===== src/rv_dec_pkg.sv =====
package rv_dec_pkg;

  //////////////////////////////////////////////////////////////////////
  // Widths
  //////////////////////////////////////////////////////////////////////

  // Only uncompressed words reach the decoder
  localparam int INSTR_W  = 32;
  localparam int OPCODE_W = 7;
  localparam int FUNCT3_W = 3;
  localparam int FUNCT7_W = 7;

  //////////////////////////////////////////////////////////////////////
  // Major opcodes and funct7 markers
  //////////////////////////////////////////////////////////////////////

  // Every major opcode ends in 2'b11, so a compressed word never equals one of these
  localparam logic [OPCODE_W-1:0] OPCODE_LOAD   = 7'h03;
  localparam logic [OPCODE_W-1:0] OPCODE_FENCE  = 7'h0f;
  localparam logic [OPCODE_W-1:0] OPCODE_OPIMM  = 7'h13;
  localparam logic [OPCODE_W-1:0] OPCODE_AUIPC  = 7'h17;
  localparam logic [OPCODE_W-1:0] OPCODE_STORE  = 7'h23;
  localparam logic [OPCODE_W-1:0] OPCODE_AMO    = 7'h2f;
  localparam logic [OPCODE_W-1:0] OPCODE_OP     = 7'h33;
  localparam logic [OPCODE_W-1:0] OPCODE_LUI    = 7'h37;
  localparam logic [OPCODE_W-1:0] OPCODE_BRANCH = 7'h63;
  localparam logic [OPCODE_W-1:0] OPCODE_JALR   = 7'h67;
  localparam logic [OPCODE_W-1:0] OPCODE_JAL    = 7'h6f;
  localparam logic [OPCODE_W-1:0] OPCODE_SYSTEM = 7'h73;

  // M extension words on OPCODE_OP, and the alternate form for sub, sra and srai
  localparam logic [FUNCT7_W-1:0] FUNCT7_MULDIV = 7'b000_0001;
  localparam logic [FUNCT7_W-1:0] FUNCT7_ALT    = 7'b010_0000;

  //////////////////////////////////////////////////////////////////////
  // Operand selects and operators
  //////////////////////////////////////////////////////////////////////

  // First operand of the ALU or divider, CSR write data, LSU base address
  typedef enum logic [1:0] {
    OP_A_NONE = 2'b00,
    OP_A_RS1  = 2'b01,
    OP_A_PC   = 2'b10,
    OP_A_ZERO = 2'b11
  } op_a_sel_e;

  // Second operand, either the register or the immediate
  typedef enum logic [1:0] {
    OP_B_NONE = 2'b00,
    OP_B_RS2  = 2'b01,
    OP_B_IMM  = 2'b10
  } op_b_sel_e;

  // Third operand carries store data or the link address of a jump
  typedef enum logic [1:0] {
    OP_C_NONE = 2'b00,
    OP_C_RS2  = 2'b01,
    OP_C_LINK = 2'b10
  } op_c_sel_e;

  // ALU_ADD is zero and doubles as the idle operator
  typedef enum logic [3:0] {
    ALU_ADD  = 4'h0,
    ALU_SUB  = 4'h1,
    ALU_SLL  = 4'h2,
    ALU_SLT  = 4'h3,
    ALU_SLTU = 4'h4,
    ALU_XOR  = 4'h5,
    ALU_SRL  = 4'h6,
    ALU_SRA  = 4'h7,
    ALU_OR   = 4'h8,
    ALU_AND  = 4'h9,
    ALU_EQ   = 4'ha,
    ALU_NE   = 4'hb,
    ALU_LT   = 4'hc,
    ALU_GE   = 4'hd,
    ALU_LTU  = 4'he,
    ALU_GEU  = 4'hf
  } alu_op_e;

  // Encoded exactly as funct3 of the M instruction
  typedef enum logic [2:0] {
    MD_MUL, MD_MULH, MD_MULHSU, MD_MULHU,
    MD_DIV, MD_DIVU, MD_REM, MD_REMU
  } md_op_e;

endpackage


===== src/rv_base_decoder.sv =====
`timescale 1ns/1ps

module rv_base_decoder
  import rv_dec_pkg::*;
(
  input  logic [INSTR_W-1:0] instr_rdata,
  output logic               illegal_insn,
  output logic               alu_en,
  output logic               div_en,
  output logic               mul_en,
  output logic               csr_en,
  output logic               sys_en,
  output logic               lsu_en,
  output logic               lsu_we,
  output logic               rd_we,
  output op_a_sel_e          op_a_sel,
  output op_b_sel_e          op_b_sel,
  output op_c_sel_e          op_c_sel,
  output alu_op_e            alu_op,
  output md_op_e             md_op
);

  // Operand-free system words are matched on all 32 bits
  localparam logic [INSTR_W-1:0] INSN_ECALL  = 32'h0000_0073;
  localparam logic [INSTR_W-1:0] INSN_EBREAK = 32'h0010_0073;
  localparam logic [INSTR_W-1:0] INSN_MRET   = 32'h3020_0073;
  localparam logic [INSTR_W-1:0] INSN_WFI    = 32'h1050_0073;

  logic [OPCODE_W-1:0] opcode;
  logic [FUNCT3_W-1:0] funct3;
  logic [FUNCT7_W-1:0] funct7;
  logic                opimm_ok;
  logic                is_op, is_opimm, is_lui, is_auipc, is_jal, is_jalr;
  logic                is_branch, is_load, is_store, is_csr, is_sys;

  assign opcode = instr_rdata[6:0];
  assign funct3 = instr_rdata[14:12];
  assign funct7 = instr_rdata[31:25];

  // Shared funct3 map of OP and OPIMM, alt selects sub or sra
  function automatic alu_op_e arith_op(logic [FUNCT3_W-1:0] f3, logic alt);
    alu_op_e op;
    case (f3)
      3'b000:  op = alt ? ALU_SUB : ALU_ADD;
      3'b001:  op = ALU_SLL;
      3'b010:  op = ALU_SLT;
      3'b011:  op = ALU_SLTU;
      3'b100:  op = ALU_XOR;
      3'b101:  op = alt ? ALU_SRA : ALU_SRL;
      3'b110:  op = ALU_OR;
      default: op = ALU_AND;
    endcase
    return op;
  endfunction

  // On shifts the upper immediate bits act as funct7 and must be plain, or alternate for srai
  assign opimm_ok = (funct3 == 3'b001) ? (funct7 == '0) :
                    (funct3 == 3'b101) ? ((funct7 == '0) || (funct7 == FUNCT7_ALT)) : 1'b1;

  //////////////////////////////////////////////////////////////////////
  // Instruction classes
  //////////////////////////////////////////////////////////////////////

  // Opcode compares include bits 1:0, so compressed words fall through as illegal
  assign is_op     = (opcode == OPCODE_OP) && ((funct7 == '0) ||
                     ((funct7 == FUNCT7_ALT) && ((funct3 == 3'b000) || (funct3 == 3'b101))));
  assign is_opimm  = (opcode == OPCODE_OPIMM) && opimm_ok;
  assign is_lui    = (opcode == OPCODE_LUI);
  assign is_auipc  = (opcode == OPCODE_AUIPC);
  assign is_jal    = (opcode == OPCODE_JAL);
  assign is_jalr   = (opcode == OPCODE_JALR) && (funct3 == 3'b000);
  // funct3 2 and 3 are unused branch encodings
  assign is_branch = (opcode == OPCODE_BRANCH) && (funct3[2:1] != 2'b01);
  assign is_load   = (opcode == OPCODE_LOAD) && (funct3 inside {3'd0, 3'd1, 3'd2, 3'd4, 3'd5});
  assign is_store  = (opcode == OPCODE_STORE) && (funct3 inside {3'd0, 3'd1, 3'd2});
  // funct3 4 on SYSTEM is reserved, funct3 0 holds the operand-free words
  assign is_csr    = (opcode == OPCODE_SYSTEM) && (funct3 != 3'd0) && (funct3 != 3'd4);
  assign is_sys    = (instr_rdata inside {INSN_ECALL, INSN_EBREAK, INSN_MRET, INSN_WFI}) ||
                     ((opcode == OPCODE_FENCE) && (funct3[2:1] == 2'b00));

  //////////////////////////////////////////////////////////////////////
  // Control bundle
  //////////////////////////////////////////////////////////////////////

  // Each output is built from the class flags, so an unmatched word leaves all of them idle
  assign alu_en       = is_op || is_opimm || is_lui || is_auipc || is_jal || is_jalr ||
                        is_branch;
  assign lsu_en       = is_load || is_store;
  assign lsu_we       = is_store;
  assign csr_en       = is_csr;
  assign sys_en       = is_sys;
  assign rd_we        = is_op || is_opimm || is_lui || is_auipc || is_jal || is_jalr ||
                        is_load || is_csr;
  assign illegal_insn = !(alu_en || lsu_en || csr_en || sys_en);

  // The M extension is handled next door
  assign mul_en = 1'b0;
  assign div_en = 1'b0;
  assign md_op  = MD_MUL;

  // lui adds its immediate to zero, auipc and jal add it to the pc
  assign op_a_sel = is_lui                                    ? OP_A_ZERO :
                    (is_auipc || is_jal)                      ? OP_A_PC   :
                    (is_op || is_opimm || is_jalr || is_branch ||
                     is_load || is_store || is_csr)           ? OP_A_RS1  : OP_A_NONE;
  assign op_b_sel = (is_op || is_branch)                      ? OP_B_RS2  :
                    (is_opimm || is_lui || is_auipc || is_jal ||
                     is_jalr || is_load || is_store)          ? OP_B_IMM  : OP_B_NONE;
  assign op_c_sel = (is_jal || is_jalr) ? OP_C_LINK :
                    is_store            ? OP_C_RS2  : OP_C_NONE;

  // Jump targets and load/store addresses are plain sums, so only arithmetic and branches differ
  always_comb begin
    alu_op = ALU_ADD;
    if (is_op) begin
      alu_op = arith_op(funct3, funct7[5]);
    end else if (is_opimm) begin
      alu_op = arith_op(funct3, (funct3 == 3'b101) && funct7[5]);
    end else if (is_branch) begin
      case (funct3)
        3'b000:  alu_op = ALU_EQ;
        3'b001:  alu_op = ALU_NE;
        3'b100:  alu_op = ALU_LT;
        3'b101:  alu_op = ALU_GE;
        3'b110:  alu_op = ALU_LTU;
        default: alu_op = ALU_GEU;
      endcase
    end
  end

endmodule


===== src/rv_decoder_mux.sv =====
`timescale 1ns/1ps

module rv_decoder_mux
  import rv_dec_pkg::*;
#(
  parameter bit M_EXT = 1'b1
)
(
  input  logic      clk,
  input  logic      rst_n,
  input  logic      instr_valid,
  // RV32I bundle
  input  logic      base_illegal_insn, base_alu_en, base_div_en, base_mul_en, base_csr_en,
  input  logic      base_sys_en, base_lsu_en, base_lsu_we, base_rd_we,
  input  op_a_sel_e base_op_a_sel,
  input  op_b_sel_e base_op_b_sel,
  input  op_c_sel_e base_op_c_sel,
  input  alu_op_e   base_alu_op,
  input  md_op_e    base_md_op,
  // M extension bundle
  input  logic      md_illegal_insn, md_alu_en, md_div_en, md_mul_en, md_csr_en,
  input  logic      md_sys_en, md_lsu_en, md_lsu_we, md_rd_we,
  input  op_a_sel_e md_op_a_sel,
  input  op_b_sel_e md_op_b_sel,
  input  op_c_sel_e md_op_c_sel,
  input  alu_op_e   md_alu_op,
  input  md_op_e    md_md_op,
  // Registered result
  output logic      out_valid,
  output logic      illegal_insn, alu_en, div_en, mul_en, csr_en,
  output logic      sys_en, lsu_en, lsu_we, rd_we,
  output op_a_sel_e op_a_sel,
  output op_b_sel_e op_b_sel,
  output op_c_sel_e op_c_sel,
  output alu_op_e   alu_op,
  output md_op_e    md_op
);

  logic use_base;
  logic use_md;

  // Base has priority, the M bundle counts only when the extension is built in
  assign use_base = !base_illegal_insn;
  assign use_md   = M_EXT && base_illegal_insn && !md_illegal_insn;

  //////////////////////////////////////////////////////////////////////
  // Output register
  //////////////////////////////////////////////////////////////////////

  always_ff @(posedge clk) begin
    if (!rst_n) begin
      out_valid    <= 1'b0;
      illegal_insn <= 1'b0;
      alu_en       <= 1'b0;
      div_en       <= 1'b0;
      mul_en       <= 1'b0;
      csr_en       <= 1'b0;
      sys_en       <= 1'b0;
      lsu_en       <= 1'b0;
      lsu_we       <= 1'b0;
      rd_we        <= 1'b0;
      op_a_sel     <= OP_A_NONE;
      op_b_sel     <= OP_B_NONE;
      op_c_sel     <= OP_C_NONE;
      alu_op       <= ALU_ADD;
      md_op        <= MD_MUL;
    end else begin
      out_valid <= instr_valid;
      // Unselected bundles are idle, so OR-ing the gated flags picks the winner
      // and leaves only illegal_insn set when nothing matched
      if (instr_valid) begin
        illegal_insn <= !(use_base || use_md);
        alu_en       <= (use_base && base_alu_en) || (use_md && md_alu_en);
        div_en       <= (use_base && base_div_en) || (use_md && md_div_en);
        mul_en       <= (use_base && base_mul_en) || (use_md && md_mul_en);
        csr_en       <= (use_base && base_csr_en) || (use_md && md_csr_en);
        sys_en       <= (use_base && base_sys_en) || (use_md && md_sys_en);
        lsu_en       <= (use_base && base_lsu_en) || (use_md && md_lsu_en);
        lsu_we       <= (use_base && base_lsu_we) || (use_md && md_lsu_we);
        rd_we        <= (use_base && base_rd_we) || (use_md && md_rd_we);
        // A matched M word with the extension off must not leak its selects
        op_a_sel     <= use_base ? base_op_a_sel : (use_md ? md_op_a_sel : OP_A_NONE);
        op_b_sel     <= use_base ? base_op_b_sel : (use_md ? md_op_b_sel : OP_B_NONE);
        op_c_sel     <= use_base ? base_op_c_sel : (use_md ? md_op_c_sel : OP_C_NONE);
        alu_op       <= use_base ? base_alu_op : (use_md ? md_alu_op : ALU_ADD);
        md_op        <= use_base ? base_md_op : (use_md ? md_md_op : MD_MUL);
      end
    end
  end

endmodule


===== src/rv_decoder_stage.sv =====
`timescale 1ns/1ps

module rv_decoder_stage
  import rv_dec_pkg::*;
#(
  parameter bit M_EXT = 1'b1
)
(
  input  logic               clk,
  input  logic               rst_n,
  input  logic               instr_valid,
  input  logic [INSTR_W-1:0] instr_rdata,
  output logic               out_valid,
  output logic               illegal_insn, alu_en, div_en, mul_en, csr_en,
  output logic               sys_en, lsu_en, lsu_we, rd_we,
  output op_a_sel_e          op_a_sel,
  output op_b_sel_e          op_b_sel,
  output op_c_sel_e          op_c_sel,
  output alu_op_e            alu_op,
  output md_op_e             md_op
);

  // Bundles from the two sub-decoders, named as the mux ports expect them
  logic      base_illegal_insn, base_alu_en, base_div_en, base_mul_en, base_csr_en;
  logic      base_sys_en, base_lsu_en, base_lsu_we, base_rd_we;
  op_a_sel_e base_op_a_sel;
  op_b_sel_e base_op_b_sel;
  op_c_sel_e base_op_c_sel;
  alu_op_e   base_alu_op;
  md_op_e    base_md_op;
  logic      md_illegal_insn, md_alu_en, md_div_en, md_mul_en, md_csr_en;
  logic      md_sys_en, md_lsu_en, md_lsu_we, md_rd_we;
  op_a_sel_e md_op_a_sel;
  op_b_sel_e md_op_b_sel;
  op_c_sel_e md_op_c_sel;
  alu_op_e   md_alu_op;
  md_op_e    md_md_op;

  // Both decoders see every word in the same cycle
  rv_base_decoder base_decoder_inst (
    .instr_rdata(instr_rdata), .illegal_insn(base_illegal_insn), .alu_en(base_alu_en),
    .div_en(base_div_en), .mul_en(base_mul_en), .csr_en(base_csr_en),
    .sys_en(base_sys_en), .lsu_en(base_lsu_en), .lsu_we(base_lsu_we), .rd_we(base_rd_we),
    .op_a_sel(base_op_a_sel), .op_b_sel(base_op_b_sel), .op_c_sel(base_op_c_sel),
    .alu_op(base_alu_op), .md_op(base_md_op)
  );

  rv_muldiv_decoder md_decoder_inst (
    .instr_rdata(instr_rdata), .illegal_insn(md_illegal_insn), .alu_en(md_alu_en),
    .div_en(md_div_en), .mul_en(md_mul_en), .csr_en(md_csr_en),
    .sys_en(md_sys_en), .lsu_en(md_lsu_en), .lsu_we(md_lsu_we), .rd_we(md_rd_we),
    .op_a_sel(md_op_a_sel), .op_b_sel(md_op_b_sel), .op_c_sel(md_op_c_sel),
    .alu_op(md_alu_op), .md_op(md_md_op)
  );

  // Every mux port has a same-named signal at this level
  rv_decoder_mux #(.M_EXT(M_EXT)) mux_inst (.*);

endmodule


===== src/rv_muldiv_decoder.sv =====
`timescale 1ns/1ps

module rv_muldiv_decoder
  import rv_dec_pkg::*;
(
  input  logic [INSTR_W-1:0] instr_rdata,
  output logic               illegal_insn,
  output logic               alu_en,
  output logic               div_en,
  output logic               mul_en,
  output logic               csr_en,
  output logic               sys_en,
  output logic               lsu_en,
  output logic               lsu_we,
  output logic               rd_we,
  output op_a_sel_e          op_a_sel,
  output op_b_sel_e          op_b_sel,
  output op_c_sel_e          op_c_sel,
  output alu_op_e            alu_op,
  output md_op_e             md_op
);

  logic [FUNCT3_W-1:0] funct3;
  logic                match;

  assign funct3 = instr_rdata[14:12];

  // Only OP words with the muldiv funct7 belong here
  assign match = (instr_rdata[6:0] == OPCODE_OP) && (instr_rdata[31:25] == FUNCT7_MULDIV);

  // funct3[2] splits multiplies from divides and remainders
  assign mul_en       = match && !funct3[2];
  assign div_en       = match && funct3[2];
  assign rd_we        = match;
  assign illegal_insn = !match;

  // Multiplier reads its operands directly, the divider takes them through the A/B path
  assign op_a_sel = div_en ? OP_A_RS1 : OP_A_NONE;
  assign op_b_sel = div_en ? OP_B_RS2 : OP_B_NONE;
  assign op_c_sel = OP_C_NONE;
  assign md_op    = match ? md_op_e'(funct3) : MD_MUL;

  // No other unit is ever touched by an M instruction
  assign alu_en = 1'b0;
  assign csr_en = 1'b0;
  assign sys_en = 1'b0;
  assign lsu_en = 1'b0;
  assign lsu_we = 1'b0;
  assign alu_op = ALU_ADD;

endmodule


===== config.mk =====
export PLATFORM = sky130hd
export DESIGN_NAME = rv_decoder_stage
export DESIGN_NICKNAME = d
export VERILOG_FILES = /design/src/rv_dec_pkg.sv /design/src/rv_base_decoder.sv /design/src/rv_decoder_mux.sv /design/src/rv_decoder_stage.sv /design/src/rv_muldiv_decoder.sv
export SDC_FILE = /design/constraint.sdc
export NUM_CORES = 1
export LEC_CHECK = 0
export BUFFER_PORTS_ARGS = -buffer_cell sky130_fd_sc_hd__buf_2
export CORE_UTILIZATION = 45
export DETAILED_ROUTE_END_ITERATION = 10
export PLACE_DENSITY = 0.71
export SKIP_CTS_REPAIR_TIMING = 1
export SLEW_MARGIN = 0
export SYNTH_ARGS = -nofsm -noshare
export SYNTH_HDL_FRONTEND = slang
export SYNTH_HIERARCHICAL = 1
export SYNTH_SLANG_ARGS = --single-unit
export TNS_END_PERCENT = 100

===== constraint.sdc =====
create_clock -name clk -period 2.4 [get_ports clk]
set_input_delay 0.24 -clock clk [delete_from_list [all_inputs] [get_ports clk]]
set_output_delay 0.24 -clock clk [all_outputs]
set_load 0.01 [all_outputs]

---- After elaboration in Yosys (flattened, before gate mapping) ----
Index checks and enable logic that the tools add are counted.
operators by class
  equal/unequal tests ..................... 25
  mux-type cells .......................... 28
  reduce and logical (&&, ||, !) cells .... 66
operators with widths
  operator                count
  $pmux W4 S7             2
  $eq A32 B21 Y1 const B  1
  $eq A32 B29 Y1 const B  1
  $eq A32 B30 Y1 const B  1
  $eq A32 B7 Y1 const B   1
  $logic_or A1 B1 Y1      32
  $eq A7 B6 Y1 const B    4
  $eq A7 B7 Y1 const B    4
  $logic_and A1 B1 Y1     24
  $mux W2                 8
  $mux W4                 4
  $pmux W3 S5             1
  $eq A7 B5 Y1 const B    2
  $mux W1                 10
  $eq A3 B3 Y1 const B    3
  $mux W3                 3
  $eq A7 B1 Y1 const B    1
  $eq A7 B2 Y1 const B    1
  $eq A7 B4 Y1 const B    1
  $logic_not A7 Y1        1
  $eq A3 B2 Y1 const B    2
  $reduce_bool A3 Y1      2
  $reduce_bool A5 Y1      1
  $reduce_bool A4 Y1      1
  other kinds (6)         8
storage, ports and cells
  flip-flop bits (word level) ............. 23
  bits of input ports ..................... 35
  output and inout bits ................... 23
  word-level logic and storage cells ...... 134

---- Depth between registers and ports, before layout ----
Gate-level depths: netlist of run 1.
  depth after elaboration ................. 18
  gate-level depth with buffers ........... 10

---- Hierarchy ----
Netlist of run 1, hierarchy kept.
modules (own cells, without submodules)
  module             times used  cells an instance  area an instance (um^2)
  rv_decoder_mux     1           124                1068.5
  rv_base_decoder    1           88                 574.3
  rv_muldiv_decoder  1           32                 249.0

---- Worst setup path before layout of run 1 ----
No wires, ideal clock.
  path type ............................... input -> register
  start point ............................. input instr_rdata[14]
  end point ............................... register mux_inst.div_en
  setup time .............................. 0.074 ns
  arrival time ............................ 1.980 ns
  required time ........................... 2.326 ns
  path slack .............................. 0.346 ns
  stages .................................. 9
  cell sequence ........................... buf_2 > nand2b_1 > a31oi_1 > nor4b_4 > nor4_2 > nor4b_2 > buf_2 > nand3b_1 > a31oi_1
on the way
  cells in the longest elaborated chain, start to end .. 17
RTL lines
  element                                           line                    source
  from (decl)                                       rv_decoder_stage.sv:12  input logic [INSTR_W-1:0] instr_rdata,
  $eq A3 B3 Y1 or $logic_not A3 Y1 (tied branches)  --
  $logic_or A1 B1 Y1                                rv_base_decoder.sv:66   ((funct7 == FUNCT7_ALT) && ((funct3 == 3'b000) || (funct3 == 3'b101))));
  $logic_and A1 B1 Y1                               rv_base_decoder.sv:66
  $logic_or A1 B1 Y1                                rv_base_decoder.sv:65   assign is_op = (opcode == OPCODE_OP) && ((funct7 == '0) ||
  $logic_and A1 B1 Y1                               rv_base_decoder.sv:65
  $logic_or A1 B1 Y1 (6 in a row)                   rv_base_decoder.sv:86   assign alu_en = is_op || is_opimm || is_lui || is_auipc || is_jal || is_jalr ||
  $logic_or A1 B1 Y1 (2 in a row)                   rv_base_decoder.sv:94   assign illegal_insn = !(alu_en || lsu_en || csr_en || sys_en);
  $logic_or A1 B1 Y1 *                              rv_base_decoder.sv:94
  $logic_not A1 Y1 *                                rv_base_decoder.sv:94
  via base_illegal_insn                             rv_decoder_stage.sv:24  logic base_illegal_insn, base_alu_en, base_div_en, base_mul_en, base_csr_en;
  $logic_and A1 B1 Y1 *                             rv_decoder_mux.sv:44    assign use_md = M_EXT && base_illegal_insn && !md_illegal_insn;
  $logic_and A1 B1 Y1 *                             rv_decoder_mux.sv:74    div_en <= (use_base && base_div_en) || (use_md && md_div_en);
  to (signal assigned)                              rv_decoder_mux.sv:74
  to (decl)                                         rv_decoder_mux.sv:30    output logic illegal_insn, alu_en, div_en, mul_en, csr_en,
The timed path passes the listed nets; every way through them passes the cells marked *.
A chain may end at the register's enable or synchronous reset.

---- Worst setup path in the final report of run 1 ----
  start point ............................. input instr_rdata[14]
  end point ............................... register mux_inst.alu_op[3]
RTL lines
  element                                                    line                                          source
  $eq A32 B7 Y1 (tied with other cells)                      rv_base_decoder.sv:78                         assign is_sys = (instr_rdata inside {INSN_ECALL, INSN_EBREAK, INSN_MRET, INSN_WFI}) ||
  $reduce_bool A4 Y1 or $logic_and A1 B1 Y1 (tied branches)  rv_base_decoder.sv:78, rv_base_decoder.sv:79
  $logic_or A1 B1 Y1 *                                       rv_base_decoder.sv:78
  via base_sys_en                                            rv_decoder_stage.sv:25                        logic base_sys_en, base_lsu_en, base_lsu_we, base_rd_we;
  $logic_or A1 B1 Y1 *                                       rv_base_decoder.sv:94
  $mux W4 *                                                  rv_decoder_mux.sv:85                          alu_op <= use_base ? base_alu_op : (use_md ? md_alu_op : ALU_ADD);
  to (signal assigned)                                       rv_decoder_mux.sv:85
  to (decl)                                                  rv_decoder_mux.sv:35                          output alu_op_e alu_op,
Marked as above.

==> results by group, run 1 <==
Outcome
  • Run status: finished clean

Floorplan
  • Area enclosed by the die boundary: around 4500 sq um
  • Die extent in x: roughly 67 um
  • FP Rows: 23
  • Area of the core region: roughly 4000 sq um
  • Effective utilization at floorplan: around 47%
  • IO Count: 58
  • Die outline height: 66.8 um

Min path
  • Type of the worst min-delay path: primary input to flip-flop

STA
  • Total negative slack: 0 ps
  • Worst Slack Setup Final: 293 ps
  • Setup repair after global routing missed its margin: no
  • Slew at the pin with the worst max-slew slack: 619 ps
  • Max transition margin: between 50% and 60%
  • Highest attainable clock frequency: ~470 MHz
  • Post-route clock period utilization: between 80 and 90%
  • Final setup fails: 0
  • Final Slew Violations: 0
  • Tmin final: approximately 2100 ps
  • Setup clock skew after layout: 0 ps
  • Final Hold Fails: 0

Place
  • Setup slack at placement: just under 90 ps
  • Total placed cells including tap cells: about 330
  • Buffers on Ports: between 50 and 60
  • Post-detailed-placement half-perimeter wirelength: approximately 3200 um
  • RD Place Congestion: between 0.8 and 0.9

Yosys
  • Warning count from the yosys run: 6
  • Total of flip-flops plus latches after synthesis: 23
  • Post-synth ARST share: 0%
  • Primary FF master, synth: sky130_fd_sc_hd__dfxtp_1
  • Dominant combinational cell family by area after synthesis: simple AND/OR/NAND/NOR gates
  • Synthesized-area fraction occupied by xor and xnor cells: 0.463%
  • Cell area after synthesis: between 1500 and 2000 sq um
  • Sequential element share of the synthesized area: between 20% and 30%
  • Mean instance size in the synthesized netlist: about 7.8 sq um
  • Number of library cell types mapped by synthesis: between 40 and 50
  • Fraction of the mapped netlist area in compound gates: about a fifth
  • Post-synthesis mux area share: 0%
  • Post-Synth Simple-Gate Area: roughly two fifths
  • Syn Inst Count: between 200 and 250
  • Count of flip-flops with a built-in enable after synthesis: 0
  • Post-Synth Adder-Cell Area: 0%

Power and ir drop
  • Part of the power in the clock network: approximately 29%
  • Share of power burned in combinational logic: between 20% and 30%
  • Total net switching power: around 220 uW
  • Reported leakage power: 0.000873 uW
  • Portion of total power attributed to sequential cells: 50.1%
  • Total Power Consumption: 815 uW
  • P_int: between 500 and 600 uW
  • Power density of the placed cells: between 300 and 400 nW/um^2
  • Maximum VDD drop: ~170 uV
  • Switch share: 27.5%

Worst setup path
  • Startpoint Class: primary input
  • Required time of the critical path: 2580 ps
  • Largest delay share family, worst path: compound AO/OA/AOI/OAI gates
  • Worst path cell trace: buf_2 -> nor3_1 -> o211ai_1 -> a2111oi_0 -> a31o_2 -> nor4b_4 -> buf_12 -> nand2b_1 -> a31oi_1
  • Kind of end point of the critical path: flip-flop
  • Type of the worst setup path: primary input to flip-flop
  • Slowest-stage cell, CP: sky130_fd_sc_hd__nor3_1
  • Stage delay of the slowest cell on the critical path: 440 ps
  • CP bufs+invs: 2
  • Signal arrival time at the worst endpoint: 2290 ps
  • Maximum fanout encountered on the critical timing path: 43

Clocking
  • Max H-tree Level: 1
  • CTS Buffer Depth: 2
  • Sinks on the clock net: 23
  • Clock Pin Slew Worst Setup and Hold Paths: about 80 ps
  • CTS tree: built
  • Later-pin clock latency in the skew report: 260 ps
  • Inserted Clock Buffers: 3
  • Buffer cell driving the clock tree root: sky130_fd_sc_hd__clkbuf_8

Run
  • Maximum Capacitance Violations: 0

Routing
  • Drt initial violations: 102
  • Number of DRC violations after detailed routing: 0
  • Pre-antenna DRT Iters: 4
  • Routed wire length: roughly 4300 um
  • Via density: between 5 and 6
  • Total number of vias: 1813
  • Number of nets with antenna violations after detailed routing: 0
  • Average wire per standard cell: roughly 13 um

Final layout
  • Final core utilization: 53.2%
  • Share of post-route cells with drive strength above 1: 26.9%
  • Post-route insts no fill: approximately 340
  • Count of antenna diodes in the layout: 0
  • Net count reported at finish: around 320
  • Layout overhead on the synthesized area: 13.3%

Global route
  • GRT Resource Usage Total: between 20% and 30%
  • Number of global-route vias before repair: ~1500
  • Pin count of the biggest net entering global routing: 46
  • Initial antenna violation count: 0
  • Global-route wire length before repair: 7110 um
  • Congestion Overflow GR: 0
-- Yosys cell counts, types with 4 or more instances --
master	count	area share (%)
sky130_fd_sc_hd__a31oi_1	22	7.3
sky130_fd_sc_hd__nor3_1	4	1.1
sky130_fd_sc_hd__buf_4	21	8.3
sky130_fd_sc_hd__dfxtp_1	23	24
sky130_fd_sc_hd__nand2b_1	25	8.3
sky130_fd_sc_hd__a21oi_1	5	1.3
sky130_fd_sc_hd__o21ai_0	26	6.9
sky130_fd_sc_hd__nor4_1	7	2.3
sky130_fd_sc_hd__nor2_1	12	2.4
sky130_fd_sc_hd__buf_2	9	2.4
sky130_fd_sc_hd__nand3b_1	25	9.9
sky130_fd_sc_hd__clkbuf_1	6	1.2
sky130_fd_sc_hd__nand2_1	5	0.99
sky130_fd_sc_hd__nand3_1	5	1.3
sky130_fd_sc_hd__inv_1	5	0.99
-- worst reg2reg max path, cell delays in order (launching register included) --
cell                      delay [ps]
sky130_fd_sc_hd__dfxtp_1         320
sky130_fd_sc_hd__o21ai_0         140
sky130_fd_sc_hd__a31oi_1          60
-- sequential cells by signal, indices dropped and copies added, names as in the netlist, 2 cells and up --
register and count:
mux_inst/op_c_sel 2, mux_inst/op_b_sel 2, mux_inst/alu_op 4, mux_inst/md_op 3
mux_inst/op_a_sel 2
-- cell type report --
class                           count  area [sq um]
Tap cell                           50          62.6
Sequential cell                    23           460
Fill cell                         404          1890
Multi-Input combinational cell    193          1230
Inverter                            5          18.8
Clock buffer                        4          45.0
Timing Repair Buffer               61           328
-- metal layers --
metal  vias to the layer above  part of all wire [%]  track usage [%]
li1                        940                     -                -
met1                       805                    47             28.0
met2                        64                    47             34.1
met3                         4                   4.9             2.05
met4                         0                   1.1             6.38
met5                         -                     0                0
-- per-stage QoR --
step | area [sq um] | hold WS (ps)
after floorplan | 1950 | 378
after global placement | 2100 | 456
after detailed placement | 2100 | 463
after CTS | 2140 | 391
after global routing | 2140 | 401
final | 2140 | 393
-- logic make-up after synthesis --
kind of cell / count (synthesis)
buffers and inverters: 44
XOR/XNOR: 1
AO/OA/AOI/OAI: 65
other: 2
AND/OR/NAND/NOR: 109
flip-flops: 23
-- layout by cell type, fill, tap and decap left out, drive strengths merged, types with 3 or more instances in the layout --
| cell | instances |
|---|---|
| a21oi | 5 |
| a31oi | 22 |
| and4 | 3 |
| buf | 61 |
| clkbuf | 4 |
| conb | 18 |
| dfxtp | 23 |
| inv | 5 |
| nand2 | 5 |
| nand2b | 26 |
| nand3 | 5 |
| nand3b | 25 |
| nor2 | 13 |
| nor3 | 4 |
| nor4 | 9 |
| o21ai | 27 |
-- path summary, 6_finish.rpt --
check | startpoint | endpoint | slack (ps) | cells past startpoint
setup / recovery | instr_rdata[14] | mux_inst/alu_op[3] | 290 | 9
hold / removal | rst_n | mux_inst/op_a_sel[0] | 390 | 3
setup reg to reg | mux_inst/alu_op[3] | mux_inst/alu_op[3] | 1730 | 2
hold reg to reg | mux_inst/illegal_insn | mux_inst/illegal_insn | 470 | 2
-- power groups by stage --
stage	Sequential (uW)	Combinational, uW	Clock, uW
6_report	408	172	235
5_1_grt	411	192	268
4_1_cts	409	171	246
3_5_place_dp	418	171	0
3_3_place_gp	417	169	0
2_1_floorplan	427	108	0
Note: power is estimated with default switching activity, not from simulation.
==> inputs of run 2 (changes only) <==
- clock period: 2.4 -> 2.3 ns (I/O delays scaled with it)
==> results by group, run 2 (same netlist as run 1, synthesis figures left out) <==
Outcome
  • Run status: finished clean

Place
  • RD Place Congestion: between 0.9 and 1
  • Post-detailed-placement half-perimeter wirelength: ~3400 um
  • Buffers on Ports: 57

Worst setup path
  • Signal arrival time at the worst endpoint: 2270 ps
  • Type of the worst setup path: primary input to flip-flop
  • Largest delay share family, worst path: compound AO/OA/AOI/OAI gates
  • Startpoint Class: primary input
  • Maximum fanout encountered on the critical timing path: 33
  • Required time of the critical path: roughly 2500 ps
  • Worst path cell trace: buf_2 -> nor3_1 -> buf_4 -> o211ai_1 -> a2111oi_0 -> a31o_2 -> nor4b_4 -> buf_12 -> nand2b_1 -> a31oi_1
  • Kind of end point of the critical path: flip-flop
  • Stage delay of the slowest cell on the critical path: around 430 ps
  • Slowest-stage cell, CP: sky130_fd_sc_hd__a2111oi_0
  • CP bufs+invs: 3

Clocking
  • Max H-tree Level: 1
  • Later-pin clock latency in the skew report: approximately 260 ps
  • Buffer cell driving the clock tree root: sky130_fd_sc_hd__clkbuf_8
  • Inserted Clock Buffers: 3
  • CTS Buffer Depth: 2
  • Clock Pin Slew Worst Setup and Hold Paths: 80 ps
  • Sinks on the clock net: 23
  • CTS tree: built

Routing
  • Via density: 5.53
  • Average wire per standard cell: between 10 and 15 um
  • Total number of vias: 1885
  • Number of DRC violations after detailed routing: 0
  • Number of nets with antenna violations after detailed routing: 0
  • Routed wire length: 4490 um
  • Drt initial violations: ~190
  • Pre-antenna DRT Iters: 5

STA
  • Slew at the pin with the worst max-slew slack: roughly 620 ps
  • Post-route clock period utilization: approximately 91%
  • Final Hold Fails: 0
  • Final Slew Violations: 0
  • Max transition margin: 58.3%
  • Worst hold slack: approximately 380 ps
  • Total negative slack: 0 ps
  • Setup clock skew after layout: 0 ps
  • Highest attainable clock frequency: about 480 MHz
  • Setup repair after global routing missed its margin: no
  • Final setup fails: 0
  • Tmin final: 2090 ps

Final layout
  • Final core utilization: between 50 and 60%
  • Max FFs per register: 4
  • Share of post-route cells with drive strength above 1: about 29%
  • Count of antenna diodes in the layout: 0
  • Final-layout fill cell count: about 430
  • Layout overhead on the synthesized area: 15.3%
  • Most frequent standard cell in the layout excluding fill and tap cells: sky130_fd_sc_hd__buf_2
  • Net count reported at finish: 327
  • Top flop regs: mux_inst/alu_op (4), mux_inst/md_op (3)
  • Most used cells in the layout excluding fill and tap cells: 57 x sky130_fd_sc_hd__buf_2, 26 x sky130_fd_sc_hd__o21ai_0, 25 x sky130_fd_sc_hd__nand3b_1, 25 x sky130_fd_sc_hd__nand2b_1, 23 x sky130_fd_sc_hd__dfxtp_1
  • Register with the highest flop count: mux_inst/alu_op

Run
  • Maximum Capacitance Violations: 0

Floorplan
  • Effective utilization at floorplan: 47.0%
  • Area enclosed by the die boundary: about 4500 sq um
  • Die outline height: ~67 um
  • IO Count: 58
  • FP Rows: 23
  • Area of the core region: 4030 sq um
  • Die extent in x: around 67 um

Global route
  • Number of global-route vias before repair: between 1500 and 2000
  • Global-route wire length before repair: around 7300 um
  • Pin count of the biggest net entering global routing: 46
  • GRT Resource Usage Total: between 20% and 30%
  • Initial antenna violation count: 0
  • Congestion Overflow GR: 0

Power and ir drop
  • Maximum VDD drop: around 200 uV
  • Total Power Consumption: 862 uW
  • Power density of the placed cells: between 300 and 400 nW/um^2
  • Reported leakage power: around 0.0009 uW

Min path
  • Type of the worst min-delay path: primary input to flip-flop
[run 2: changes by cell type in the layout (fill, tap and decap cells not counted)]
cell	previous run	this run
sky130_fd_sc_hd__clkinv_2	0	1
sky130_fd_sc_hd__buf_4	3	8
sky130_fd_sc_hd__clkbuf_1	1	0
[run 2: cell type report]
class	count	area [sq um]	share of cell area, %
Multi-Input combinational cell	193	1230	56.3
Tap cell	50	62.6	2.87
Timing Repair Buffer	66	365	16.7
Inverter	5	18.8	0.860
Clock inverter	1	5.00	0.229
Clock buffer	3	41.3	1.89
Sequential cell	23	460	21.1
[run 2: power by group]
| group | internal (uW) | total, uW | switching, uW |
|---|---|---|---|
| combinational | 79.8 | 187 | 108 |
| clock | 121 | 248 | 128 |
| sequential | 418 | 426 | 8.31 |
[run 2: worst reg2reg max path: cells and delay by family, from the launching register on]
kind | cells | cell delay [ps]
DFF | 1 | 310
AOI/OAI and AO/OA | 2 | 240
[run 2: final timing paths]
check	endpoint	start	depth (start not counted)	slack, ps
worst min-delay path	mux_inst/op_b_sel[0]	rst_n	3	380
worst min register to register	mux_inst/illegal_insn	mux_inst/illegal_insn	2	470
worst max-delay path	mux_inst/alu_en	instr_rdata[14]	10	210
worst max register to register	mux_inst/op_b_sel[1]	mux_inst/op_b_sel[1]	2	1600
[run 2: through the flow]
step	instance area (sq um)	setup slack, ps	instances
6_report	2180	214	341
3_5_place_dp	2140	43.3	337
5_1_grt	2180	58.9	341
3_3_place_gp	2140	71.9	337
2_1_floorplan	1950	256	260
4_1_cts	2180	279	341
[run 2: metal layers]
metal / part of all wire, % / global-route usage (%) / vias up / wire, um
met3: 6.3 / 2.91 / 4 / 283
met4: 1.1 / 7.98 / 0 / 48
met1: 44 / 27.3 / 850 / 1970
met5: 0 / 0 / - / 0
met2: 49 / 36.4 / 78 / 2180
li1: - / - / 953 / -
